===== src/rtl/uart_params.svh =====
// UART link parameters
// Host command codes, response tags, frame lengths and default bit period
`ifndef UART_PARAMS_SVH
`define UART_PARAMS_SVH

// ==============================
// Bit timing
// ==============================
`define UART_CLKS_PER_BIT_DEF 217 // 25 MHz / 115200 baud

// ==============================
// Host commands, also response tags for register reads
// ==============================
`define UART_CMD_RUN      8'h52 // 'R'
`define UART_CMD_STOP     8'h53 // 'S'
`define UART_CMD_MPR_READ 8'h6D // 'm'
`define UART_CMD_ADS_READ 8'h61 // 'a'

// Data tags from the core
`define UART_TAG_MPR_DATA 8'h4D // 'M'
`define UART_TAG_ADS_DATA 8'h41 // 'A'

// Response lengths in bytes, tag included
`define UART_LEN_SHORT 3
`define UART_LEN_LONG  5

`endif


===== src/rtl/uart_pkg.sv =====
// UART link types
// Byte, command and response words, byte counter and controller states

package uart_pkg;

  // ==============================
  // Data widths
  // ==============================
  typedef logic [7:0]  byte_t;      // One serial byte
  typedef logic [15:0] cmd_word_t;  // {code, address}
  typedef logic [39:0] resp_word_t; // Tag in [39:32]
  typedef logic [2:0]  byte_cnt_t;  // Up to 5 bytes per response

  // ==============================
  // Controller FSM
  // ==============================
  typedef enum logic [2:0] {
    IDLE,      // Wait for host byte or response
    RX_ADDR,   // Register read, address byte pending
    TX_DECODE, // Tag to length
    TX_SEND,   // Hand one byte to transmitter
    TX_WAIT    // Byte on the wire
  } ctrl_state_t;

endpackage


===== src/rtl/uart_byte_if.sv =====
// UART byte bus
// Byte strobes between the serial receiver, transmitter and controller
`timescale 1ns/1ps

interface uart_byte_if import uart_pkg::*; ();

  logic  rx_valid; // One cycle per received byte
  byte_t rx_byte;
  logic  tx_start; // One cycle, taken only while tx idle
  byte_t tx_byte;
  logic  tx_done;  // End of stop bit

  // Receiver side
  modport rx_side (output rx_valid, output rx_byte);

  // Transmitter side
  modport tx_side (input tx_start, input tx_byte, output tx_done);

  // Command controller
  modport ctrl (
    input  rx_valid, rx_byte, tx_done,
    output tx_start, tx_byte
  );

endinterface


===== src/rtl/uart_rx.sv =====
// UART receiver, 8N1
// Samples each bit at its middle, LSB first, and pulses rx_valid with the byte
`timescale 1ns/1ps
`include "uart_params.svh"

module uart_rx #(
  parameter int CLKS_PER_BIT = `UART_CLKS_PER_BIT_DEF
) (
  input  logic i_CLK,
  input  logic i_RST,
  input  logic i_uart_rxd,
  uart_byte_if.rx_side rx
);

  localparam int CNT_W = (CLKS_PER_BIT > 1) ? $clog2(CLKS_PER_BIT) : 1;
  localparam logic [CNT_W-1:0] BIT_LAST  = CNT_W'(CLKS_PER_BIT - 1);
  localparam logic [CNT_W-1:0] HALF_LAST = CNT_W'(CLKS_PER_BIT / 2 - 1);

  typedef enum logic [1:0] {RX_IDLE, RX_START, RX_DATA, RX_STOP} rx_state_t;

  rx_state_t        r_state;
  logic [CNT_W-1:0] r_clk_cnt;  // Cycles within a bit
  logic [2:0]       r_bit_idx;  // Data bit number
  logic             r_rxd_meta;
  logic             r_rxd_sync;
  logic             r_rxd_prev; // For falling edge
  logic             w_fall;
  logic             w_bit_end;

  // ==============================
  // Line synchronizer
  // ==============================
  always_ff @(posedge i_CLK or posedge i_RST) begin
    if (i_RST) begin
      r_rxd_meta <= 1'b1; // Idle line is high
      r_rxd_sync <= 1'b1;
      r_rxd_prev <= 1'b1;
    end else begin
      r_rxd_meta <= i_uart_rxd;
      r_rxd_sync <= r_rxd_meta;
      r_rxd_prev <= r_rxd_sync;
    end
  end

  assign w_fall    = r_rxd_prev & ~r_rxd_sync; // Start edge
  assign w_bit_end = (r_clk_cnt == BIT_LAST);

  // ==============================
  // Bit timing FSM
  // ==============================
  always_ff @(posedge i_CLK or posedge i_RST) begin
    if (i_RST) begin
      r_state     <= RX_IDLE;
      r_clk_cnt   <= '0;
      r_bit_idx   <= '0;
      rx.rx_valid <= 1'b0;
    end else begin
      rx.rx_valid <= 1'b0; // Pulse only
      case (r_state)
        RX_IDLE: begin
          r_clk_cnt <= '0;
          if (w_fall) r_state <= RX_START;
        end
        RX_START: begin
          if (r_clk_cnt == HALF_LAST) begin
            r_clk_cnt <= '0;
            r_bit_idx <= '0;
            // Glitch check at mid start bit
            r_state   <= r_rxd_sync ? RX_IDLE : RX_DATA;
          end else begin
            r_clk_cnt <= r_clk_cnt + 1'b1;
          end
        end
        RX_DATA: begin
          if (w_bit_end) begin
            r_clk_cnt <= '0;
            if (r_bit_idx == 3'd7) r_state <= RX_STOP;
            else r_bit_idx <= r_bit_idx + 1'b1;
          end else begin
            r_clk_cnt <= r_clk_cnt + 1'b1;
          end
        end
        RX_STOP: begin
          // Middle of stop bit, rest is covered by the edge wait in idle
          if (w_bit_end) begin
            rx.rx_valid <= 1'b1;
            r_state     <= RX_IDLE;
          end else begin
            r_clk_cnt <= r_clk_cnt + 1'b1;
          end
        end
        default: r_state <= RX_IDLE;
      endcase
    end
  end

  // Shift in at mid-bit, LSB arrives first
  always_ff @(posedge i_CLK) begin
    if (r_state == RX_DATA && w_bit_end) rx.rx_byte <= {r_rxd_sync, rx.rx_byte[7:1]};
  end

endmodule


===== src/rtl/uart_tx.sv =====
// UART transmitter, 8N1
// Start bit, 8 data bits LSB first, stop bit, then a one-cycle done pulse
`timescale 1ns/1ps
`include "uart_params.svh"

module uart_tx import uart_pkg::*; #(
  parameter int CLKS_PER_BIT = `UART_CLKS_PER_BIT_DEF
) (
  input  logic i_CLK,
  input  logic i_RST,
  output logic o_uart_txd,
  uart_byte_if.tx_side tx
);

  localparam int CNT_W = (CLKS_PER_BIT > 1) ? $clog2(CLKS_PER_BIT) : 1;
  localparam logic [CNT_W-1:0] BIT_LAST = CNT_W'(CLKS_PER_BIT - 1);

  typedef enum logic [1:0] {TX_IDLE, TX_START, TX_DATA, TX_STOP} tx_state_t;

  tx_state_t        r_state;
  logic [CNT_W-1:0] r_clk_cnt;
  logic [2:0]       r_bit_idx;
  byte_t            r_data;    // Latched byte
  logic             w_bit_end;

  assign w_bit_end = (r_clk_cnt == BIT_LAST);

  // ==============================
  // Framing FSM
  // ==============================
  always_ff @(posedge i_CLK or posedge i_RST) begin
    if (i_RST) begin
      r_state    <= TX_IDLE;
      r_clk_cnt  <= '0;
      r_bit_idx  <= '0;
      o_uart_txd <= 1'b1; // Line idles high
      tx.tx_done <= 1'b0;
    end else begin
      tx.tx_done <= 1'b0;
      case (r_state)
        TX_IDLE: begin
          o_uart_txd <= 1'b1;
          r_clk_cnt  <= '0;
          if (tx.tx_start) begin
            o_uart_txd <= 1'b0; // Start bit
            r_state    <= TX_START;
          end
        end
        TX_START: begin
          if (w_bit_end) begin
            r_clk_cnt  <= '0;
            r_bit_idx  <= '0;
            o_uart_txd <= r_data[0];
            r_state    <= TX_DATA;
          end else begin
            r_clk_cnt <= r_clk_cnt + 1'b1;
          end
        end
        TX_DATA: begin
          if (w_bit_end) begin
            r_clk_cnt <= '0;
            if (r_bit_idx == 3'd7) begin
              o_uart_txd <= 1'b1; // Stop bit
              r_state    <= TX_STOP;
            end else begin
              r_bit_idx  <= r_bit_idx + 1'b1;
              o_uart_txd <= r_data[r_bit_idx + 3'd1];
            end
          end else begin
            r_clk_cnt <= r_clk_cnt + 1'b1;
          end
        end
        TX_STOP: begin
          if (w_bit_end) begin
            tx.tx_done <= 1'b1; // Back to idle on same edge
            r_state    <= TX_IDLE;
          end else begin
            r_clk_cnt <= r_clk_cnt + 1'b1;
          end
        end
        default: r_state <= TX_IDLE;
      endcase
    end
  end

  // Byte is taken only from idle
  always_ff @(posedge i_CLK) begin
    if (r_state == TX_IDLE && tx.tx_start) r_data <= tx.tx_byte;
  end

endmodule


===== src/rtl/uart_cmd_ctrl.sv =====
// UART command controller
// Decodes host bytes into command words and frames core responses into bytes
`timescale 1ns/1ps
`include "uart_params.svh"

module uart_cmd_ctrl import uart_pkg::*; (
  input  logic        i_CLK,
  input  logic        i_RST,
  input  logic        i_core_busy,
  input  resp_word_t  i_resp_word,
  input  logic        i_resp_valid,
  output logic        o_resp_ready,
  output cmd_word_t   o_cmd_word,
  output logic        o_cmd_valid,
  uart_byte_if.ctrl   bus
);

  ctrl_state_t r_state;
  resp_word_t  r_shift;    // Response, top byte goes out next
  byte_cnt_t   r_byte_cnt; // Bytes handed to tx
  byte_cnt_t   r_byte_len; // Bytes this response

  logic      w_idle;
  logic      w_rx_cmd;   // R or S, one-byte command
  logic      w_rx_read;  // m or a, address follows
  logic      w_rx_addr;  // Address byte in
  logic      w_accept;   // Response taken
  logic      w_shift;    // Byte sent, move to next
  byte_cnt_t w_tag_len;

  // ==============================
  // Decode
  // ==============================
  assign w_idle = (r_state == IDLE);

  // Busy core only listens for stop
  assign w_rx_cmd = w_idle && bus.rx_valid &&
                    (((bus.rx_byte == `UART_CMD_RUN) && !i_core_busy) ||
                     ((bus.rx_byte == `UART_CMD_STOP) && i_core_busy));

  assign w_rx_read = w_idle && bus.rx_valid && !i_core_busy &&
                     ((bus.rx_byte == `UART_CMD_MPR_READ) ||
                      (bus.rx_byte == `UART_CMD_ADS_READ));

  assign w_rx_addr = (r_state == RX_ADDR) && bus.rx_valid;

  // Host byte wins over a waiting response
  assign w_accept = w_idle && !bus.rx_valid && i_resp_valid && o_resp_ready;

  assign w_shift = (r_state == TX_WAIT) && bus.tx_done;

  // Length from tag, zero drops the word
  always_comb begin
    case (r_shift[39:32])
      `UART_TAG_ADS_DATA: w_tag_len = byte_cnt_t'(`UART_LEN_LONG);
      `UART_TAG_MPR_DATA,
      `UART_CMD_MPR_READ,
      `UART_CMD_ADS_READ: w_tag_len = byte_cnt_t'(`UART_LEN_SHORT);
      default:            w_tag_len = '0;
    endcase
  end

  // ==============================
  // Control FSM
  // ==============================
  always_ff @(posedge i_CLK or posedge i_RST) begin
    if (i_RST) begin
      r_state      <= IDLE;
      r_byte_cnt   <= '0;
      r_byte_len   <= '0;
      o_resp_ready <= 1'b0;
      o_cmd_valid  <= 1'b0;
      bus.tx_start <= 1'b0;
    end else begin
      o_cmd_valid  <= w_rx_cmd || w_rx_addr; // Cycle after rx_valid
      bus.tx_start <= 1'b0;
      case (r_state)
        IDLE: begin
          o_resp_ready <= 1'b1;
          if (w_rx_read) begin
            o_resp_ready <= 1'b0;
            r_state      <= RX_ADDR;
          end else if (w_accept) begin
            o_resp_ready <= 1'b0; // Low from next cycle
            r_state      <= TX_DECODE;
          end
        end
        RX_ADDR: begin
          if (bus.rx_valid) begin
            o_resp_ready <= 1'b1;
            r_state      <= IDLE;
          end
        end
        TX_DECODE: begin
          r_byte_cnt <= '0;
          r_byte_len <= w_tag_len;
          if (w_tag_len == '0) begin
            // Unknown tag, nothing on the wire
            o_resp_ready <= 1'b1;
            r_state      <= IDLE;
          end else begin
            r_state <= TX_SEND;
          end
        end
        TX_SEND: begin
          bus.tx_start <= 1'b1;
          r_byte_cnt   <= r_byte_cnt + 1'b1;
          r_state      <= TX_WAIT;
        end
        TX_WAIT: begin
          if (w_shift) begin
            if (r_byte_cnt == r_byte_len) begin
              o_resp_ready <= 1'b1; // Cycle after last tx_done
              r_state      <= IDLE;
            end else begin
              r_state <= TX_SEND;
            end
          end
        end
        default: r_state <= IDLE;
      endcase
    end
  end

  // ==============================
  // Data path
  // ==============================
  always_ff @(posedge i_CLK) begin
    // Code first, address fills the low byte later
    if (w_rx_cmd || w_rx_read) o_cmd_word <= {bus.rx_byte, 8'h00};
    else if (w_rx_addr) o_cmd_word[7:0] <= bus.rx_byte;

    if (w_accept) r_shift <= i_resp_word;
    else if (w_shift) r_shift <= r_shift << 8; // MSB first

    if (r_state == TX_SEND) bus.tx_byte <= r_shift[39:32];
  end

endmodule


===== src/rtl/uart_link_top.sv =====
// UART link top level
// Receiver, command controller and transmitter joined by the byte bus
`timescale 1ns/1ps
`include "uart_params.svh"

module uart_link_top import uart_pkg::*; #(
  parameter int CLKS_PER_BIT = `UART_CLKS_PER_BIT_DEF
) (
  input  logic       i_CLK,
  input  logic       i_RST,
  // Core response side
  input  resp_word_t i_resp_word,
  input  logic       i_resp_valid,
  output logic       o_resp_ready,
  // Core command side
  output cmd_word_t  o_cmd_word,
  output logic       o_cmd_valid,
  input  logic       i_core_busy,
  // Serial line to host
  input  logic       i_uart_rxd,
  output logic       o_uart_txd
);

  uart_byte_if u_bus ();

  // Host to controller
  uart_rx #(.CLKS_PER_BIT(CLKS_PER_BIT)) u_rx (
    .i_CLK      (i_CLK),
    .i_RST      (i_RST),
    .i_uart_rxd (i_uart_rxd),
    .rx         (u_bus.rx_side)
  );

  uart_cmd_ctrl u_ctrl (
    .i_CLK        (i_CLK),
    .i_RST        (i_RST),
    .i_core_busy  (i_core_busy),
    .i_resp_word  (i_resp_word),
    .i_resp_valid (i_resp_valid),
    .o_resp_ready (o_resp_ready),
    .o_cmd_word   (o_cmd_word),
    .o_cmd_valid  (o_cmd_valid),
    .bus          (u_bus.ctrl)
  );

  // Controller to host
  uart_tx #(.CLKS_PER_BIT(CLKS_PER_BIT)) u_tx (
    .i_CLK      (i_CLK),
    .i_RST      (i_RST),
    .o_uart_txd (o_uart_txd),
    .tx         (u_bus.tx_side)
  );

endmodule


===== config.mk =====
export PLATFORM = sky130hd
export DESIGN_NAME = uart_link_top
export DESIGN_NICKNAME = d
export VERILOG_FILES = /design/src/rtl/uart_pkg.sv /design/src/rtl/uart_byte_if.sv /design/src/rtl/uart_rx.sv /design/src/rtl/uart_tx.sv /design/src/rtl/uart_cmd_ctrl.sv /design/src/rtl/uart_link_top.sv
export VERILOG_INCLUDE_DIRS = /design/src /design/src/rtl
export SDC_FILE = /design/constraint.sdc
export NUM_CORES = 1
export LEC_CHECK = 0
export BUFFER_PORTS_ARGS = -buffer_cell sky130_fd_sc_hd__buf_4
export CAP_MARGIN = 20
export CORE_ASPECT_RATIO = 0.8
export CORE_MARGIN = 2
export CORE_UTILIZATION = 55
export CTS_CLUSTER_SIZE = 30
export DETAILED_ROUTE_END_ITERATION = 16
export PLACE_DENSITY_LB_ADDON = 0.15
export SKIP_CTS_REPAIR_TIMING = 1
export SYNTH_ARGS = -nofsm -noshare
export SYNTH_HDL_FRONTEND = slang
export SYNTH_SLANG_ARGS = --single-unit

===== constraint.sdc =====
create_clock -name i_CLK -period 5.44 [get_ports i_CLK]
set_input_delay 0.544 -clock i_CLK [delete_from_list [all_inputs] [get_ports i_CLK]]
set_output_delay 0.544 -clock i_CLK [all_outputs]
set_load 0.005 [all_outputs]

# ---- After elaboration in Yosys (flattened, before gate mapping)
# Cells that the tools add are included.
dict set report word_totals {
  output_inout_bits 19
  register_bits 124
  elab_cells 171
}
dict set report op_classes {
  add_sub_neg 5
  n_bitwise 2
  n_lt_le_gt_ge 1
  n_reduce_logical 38
  n_mux 58
  n_eq_ne 43
}
# operator count
set op_table {}
lappend op_table {{$mux 40} 2}
lappend op_table {{$eq 8x7->1 const B} 9}
lappend op_table {{$mux 8} 5}
lappend op_table {{$pmux 8 s4} 1}
lappend op_table {{$mux 3} 10}
lappend op_table {{$mux 2} 13}
lappend op_table {{$pmux 3 s2} 4}
lappend op_table {{$pmux 8 s3} 1}
lappend op_table {{$ne 2x1->1 const B} 11}
lappend op_table {{$add 8x1->8 const B} 2}
lappend op_table {{$eq 8x8->1 const B} 2}
lappend op_table {{$mux 1} 16}
lappend op_table {{$pmux 2 s4} 2}
lappend op_table {{$pmux 3 s5} 1}
lappend op_table {{$reduce_and 5->1} 3}
lappend op_table {{$ne 2x2->1 const B} 7}
lappend op_table {{$logic_and 1x1->1} 13}
lappend op_table {{$add 3x1->3 const B} 3}
lappend op_table {{$eq 3x3->1 const B} 3}
lappend op_table {{$eq 2x2->1 const B} 4}
lappend op_table {{$reduce_and 4->1} 2}
lappend op_table {{$reduce_bool 2->1} 4}
lappend op_table {{$eq 3x2->1 const B} 2}
lappend op_table {{$logic_not 3->1} 2}
lappend op_table {{18 further kinds} 25}

# ---- Depth between registers and ports, before layout
dict set report depth {
  ltp_word 7
  mapped_depth 7
  mapped_depth_nobuf 6
}

# ---- Cells and area by module
# Synthesis repeated with hierarchy kept, for this count alone.
dict set report unflattened {
  cells_unflattened 497
  area_unflattened_um2 5721.7
}
# mod cells_each seq_area_each_um2 n_inst area_each_um2
set modules_own_cells {}
lappend modules_own_cells {uart_cmd_ctrl 285 2142.1 1 3164.3}
lappend modules_own_cells {uart_rx 106 669.4 1 1297.5}
lappend modules_own_cells {uart_tx 106 616.8 1 1260.0}

# ---- Worst setup path before layout
# OpenSTA, ideal clock, no wires.
dict set report synth_path {
  kind {flip-flop to flip-flop}
  startpoint {register u_ctrl.r_state[1]}
  endpoint {register u_ctrl.r_shift[0] (enable)}
  path_buffers 1
  arrival_ns 1.951
  slack_ns 3.091
  stages_incl_launch_ff 5
  t_required_ns 5.042
  path_cell_list {dfrtp_1 nor2_1 nand4_1 clkbuf_1 nand2_1}
}
dict set report synth_via {
  elab_chain_len 5
  word_cells_on_any_way 7
  cone_classes {eq/ne (1); reduce/logical (6)}
}
# element line
set synth_lines {}
lappend synth_lines {{start: declaration} uart_cmd_ctrl.sv:18} ;# ctrl_state_t r_state;
lappend synth_lines {{start signal: assignment} uart_cmd_ctrl.sv:68} ;# r_state <= IDLE;
lappend synth_lines {{start signal: assignment} uart_cmd_ctrl.sv:82} ;# r_state <= RX_ADDR;
lappend synth_lines {{start signal: assignment} uart_cmd_ctrl.sv:85} ;# r_state <= TX_DECODE;
lappend synth_lines {{$logic_not 3->1} uart_cmd_ctrl.sv:34} ;# assign w_idle = (r_state == IDLE);
lappend synth_lines {{$logic_and 1x1->1 (3 in a row)} uart_cmd_ctrl.sv:48} ;# assign w_accept = w_idle && !bus.rx_valid && i_resp_valid && o_resp_ready;
lappend synth_lines {{$reduce_bool 2->1 (no source line) (*)} -}
lappend synth_lines {{end signal: assignment} uart_cmd_ctrl.sv:133} ;# if (w_accept) r_shift <= i_resp_word;
lappend synth_lines {{end signal: assignment} uart_cmd_ctrl.sv:134} ;# else if (w_shift) r_shift <= r_shift << 8;
lappend synth_lines {{end: declaration} uart_cmd_ctrl.sv:19} ;# resp_word_t r_shift;
# Mark *: on every way between the ends. The rest lies on a longest branch, timed or not.
# A chain may end at the register's enable or synchronous reset.

# ---- Worst setup path after layout
dict set report layout_path {
  startpoint {register u_rx.r_clk_cnt[0]}
  endpoint {register u_rx.r_clk_cnt[0]}
}
dict set report layout_via {
  elab_chain_len 3
  word_cells_on_any_way 8
  cone_classes {add/sub (1); eq/ne (3); mux (4)}
}
# element line
set layout_lines {}
lappend layout_lines {{start: declaration} uart_rx.sv:22} ;# logic [CNT_W-1:0] r_clk_cnt;
lappend layout_lines {{start signal: assignment} uart_rx.sv:71} ;# r_clk_cnt <= r_clk_cnt + 1'b1;
lappend layout_lines {{start signal: assignment} uart_rx.sv:80} ;# r_clk_cnt <= r_clk_cnt + 1'b1;
lappend layout_lines {{start signal: assignment} uart_rx.sv:89} ;# r_clk_cnt <= r_clk_cnt + 1'b1;
lappend layout_lines {{$add 8x1->8, or another cell as far along} {uart_rx.sv:71, uart_rx.sv:80, uart_rx.sv:89}}
lappend layout_lines {{$mux 8 (on tied branches)} {uart_rx.sv:85, uart_rx.sv:65, uart_rx.sv:75}}
lappend layout_lines {{$pmux 8 s4} uart_rx.sv:59} ;# case (r_state)
# Several ways; a longest one is shown, not always the timed one. The select of a mux whose other input is x is not followed.

==> impl_metrics.json <==
{
  "outcome": "finished clean",
  "cap_violations": 0,
  "worstPathRequired_ns": 5.70,
  "synthTopCellsByArea": "edfxtp_1 (40%), dfrtp_1 (18%), nand2_1 (9.2%)",
  "layout-drive-gt1-share_pct": 20.0,
  "critPathArrivalTime_ns": 2.48,
  "critPathCaptureType": "flop",
  "crit_chain": "ha_1 -> nor4bb_1 -> nor3b_1 -> a21o_1 -> o21ai_0",
  "pwr-share-comb_pct": 21.5,
  "worstSetupPathType": "reg2reg",
  "io_pins": 64,
  "tightest_slew_ns": 0.791,
  "netlist_instances": 473,
  "clock_path_buffers": 2,
  "grt_pass1_wl_um": 16000,
  "grt.overflow.total": 0,
  "fin_crit_sh_pct": 40.7,
  "cts.root.buffer_cell": "clkbuf_16",
  "finalCriticalPeriod_ns": 2.22,
  "first_global_vias": 3514,
  "fin_util_pct": 69.0,
  "clk_latency_ns": 0.40,
  "worstHoldPathType": "in2reg",
  "hpwl_um": 6440,
  "skew_ns": 0.00624,
  "drc": 0,
  "portBuffers": 63,
  "yosysMostFrequentCell": "nand2_1",
  "peakVddDrop_mv": 0.272,
  "synth.yosys.warnings": 0,
  "synth_async_sr_flop_share_pct": 35.5,
  "synth_edf_count": 72,
  "synth_area_mm2": 0.00542,
  "diodes": 0,
  "first_iter_violations": 169,
  "cts_tree": "yes",
  "core-area_mm2": 0.00961,
  "antenna_left": 0,
  "vias": 3517,
  "critical-path-max-stage-delay_ns": 0.53,
  "die_w_um": 115,
  "htreeDepth": 4,
  "postSynthAreaPerCell_um2": 11.5,
  "synth_common_cells": "nand2_1 (133), edfxtp_1 (72), dfrtp_1 (40)",
  "crit_path_start_kind": "flop",
  "clk_pin_slew_ns": 0.05,
  "drt-total-wl_um": 9520,
  "cts.sinks": 124,
  "routabilityCongestion": 0.797,
  "finalSetupViolCount": 0,
  "synth_nets": 533,
  "crit_fanout": 8,
  "synth_seq_cells": 124,
  "place_ws_ns": 3.20,
  "routed_via_density": 5.21,
  "clkPwrFrac_pct": 36.1,
  "power_density_mw_per_mm2": 499,
  "nets": 604,
  "antenna_found_initial": 0,
  "synth_sequential_area_ratio_pct": 63.3,
  "rsz0062_at_grt": "false",
  "grt_max_degree": 45,
  "post_drt_wl_per_cell_um": 14.1,
  "p_seq_share_pct": 42.4,
  "die_y_um": 92.8,
  "finalHoldViolCount": 0,
  "slew_headroom_pct": 47.2,
  "synth_top_area_share_pct": 39.9,
  "max_freq_mhz": 451,
  "power_uw": 3310,
  "ys_types": 53,
  "first_pass_iters": 4,
  "intPower_uw": 2370,
  "areaGrowthSynthToFinish_pct": 22.4,
  "cp_slowest_cell": "nor3b_1",
  "slew_violations": 0,
  "rows": 32,
  "timing.setup.tns_ns": 0,
  "fin_ws_ns": 3.22,
  "p_switching_uw": 938,
  "gr-usage-all-layers_pct": 19.4,
  "die_area_mm2": 0.0107,
  "start_util_pct": 56.4,
  "synth_flop_cell": "edfxtp_1",
  "numCtsBuffers": 17,
  "leakage_uw": 0.00288,
  "p_sw_share_pct": 28.3,
  "synth_largest_area_cell": "edfxtp_1"
}
## state kept, by name (all words and copies together), names as in the netlist, 2 cells and up, named ones only
name                cells
u_rx.r_bit_idx          3
u_tx.r_bit_idx          3
u_ctrl.r_byte_cnt       3
u_tx.r_clk_cnt          8
u_ctrl.r_byte_len       3
u_ctrl.o_cmd_word      16
u_rx.r_clk_cnt          8
u_tx.r_data             8
u_ctrl.bus.tx_byte      8
u_rx.rx.rx_byte         8
u_ctrl.r_state          3
u_tx.r_state            2
u_ctrl.r_shift         40
## power by group through the flow
stage / combinational, µW / clock [µW] / sequential (µW)
finish: 712 / 1190 / 1400
global route: 818 / 1250 / 1430
CTS: 720 / 1210 / 1400
detailed placement: 714 / 0 / 1420
global placement: 686 / 0 / 1410
floorplan: 565 / 0 / 1380
## routing by layer
layer / vias to the layer above / track usage (%) / routed length, µm
met5: - / 0 / 0
met4: 0 / 8.73 / 161
met3: 16 / 5.63 / 420
met2: 71 / 31.7 / 4840
met1: 1644 / 24.0 / 4100
li1: 1786 / - / -
## through the flow
stage	std cells	hold slack [ns]	cell area (µm²)
final	675	0.252	6630
after CTS	675	0.236	6630
after global routing	675	0.234	6630
after floorplan	473	0.345	5420
after detailed placement	644	0.348	6000
after global placement	644	0.345	6000
## path summary, 6_finish.rpt
path	cells past startpoint	slack, ns	from	end
worst max-delay path	5	3.22	u_rx.r_clk_cnt[0]$_DFFE_PP0N_	u_rx.r_clk_cnt[0]$_DFFE_PP0N_
worst min-delay path	1	0.25	i_uart_rxd	u_rx.r_rxd_meta$_DFF_PP1_
worst max register to register	5	3.22	u_rx.r_clk_cnt[0]$_DFFE_PP0N_	u_rx.r_clk_cnt[0]$_DFFE_PP0N_
worst min register to register	0	0.36	u_rx.r_rxd_meta$_DFF_PP1_	u_rx.r_rxd_sync$_DFF_PP1_
max in group asynchronous	3	4.74	i_RST	u_rx.r_clk_cnt[4]$_DFFE_PP0N_
min in group asynchronous	3	0.31	i_RST	u_ctrl.r_byte_cnt[1]$_DFFE_PP0P_
## logic make-up (layout without fill, tap and decap cells)
| kind of cell | Yosys count | in the layout | synth area share, % |
|---|---|---|---|
| and+or+nand+nor | 223 | 223 | 19.5 |
| buffers and inverters | 30 | 113 | 2.24 |
| xor gates and xnor gates | 17 | 17 | 2.75 |
| DFF | 124 | 124 | 63.3 |
| muxes | 12 | 12 | 2.52 |
| adders and majority gates | 15 | 15 | 3.47 |
| AOI/OAI and AO/OA | 52 | 52 | 6.24 |
## worst max-delay path, delay by kind of cell, from the launching register on
family	cells	cell delay (ns)
AND/OR/NAND/NOR	2	0.98
flip-flops	1	0.43
AO/OA/AOI/OAI	2	0.42
adder cells (fa/ha/maj)	1	0.25
## area by class of cell
class | instances | area, µm²
fill | 691 | 2980
inverter | 15 | 56.3
timing repair buffer | 67 | 503
clock inverter | 13 | 198
clock buffer | 18 | 429
sequential | 124 | 3430
tap | 119 | 149
multi-input combinational | 319 | 1870
## cell usage in the layout (no fill, tap or decap), types with 2 or more instances in the layout
cell / netlist / layout
nand2_1: 133 / 133
edfxtp_1: 72 / 72
buf_4: 1 / 67
dfrtp_1: 40 / 40
nor2_1: 22 / 22
clkbuf_16: 0 / 17
inv_1: 15 / 15
ha_1: 15 / 15
nand3_1: 14 / 14
a21oi_1: 14 / 14
o21ai_0: 11 / 11
xor2_1: 10 / 10
and2_1: 10 / 10
mux2i_1: 8 / 8
dfxtp_1: 8 / 8
nand2b_1: 7 / 7
a22o_1: 7 / 7
xnor2_1: 7 / 7
nor3_1: 6 / 6
o22ai_1: 5 / 5
bufinv_16: 0 / 5
dfstp_2: 4 / 4
or2_2: 3 / 3
nor2b_1: 3 / 3
nand3b_1: 3 / 3
mux2_2: 3 / 3
nor3b_1: 3 / 3
and3_1: 3 / 3
a211oi_1: 3 / 3
clkinv_2: 0 / 3
or3_1: 2 / 2
a31oi_1: 2 / 2
nand4_1: 2 / 2
nor4b_1: 2 / 2
o21a_1: 2 / 2
clkinv_1: 0 / 2
Note: power is estimated with default switching activity, not from simulation.
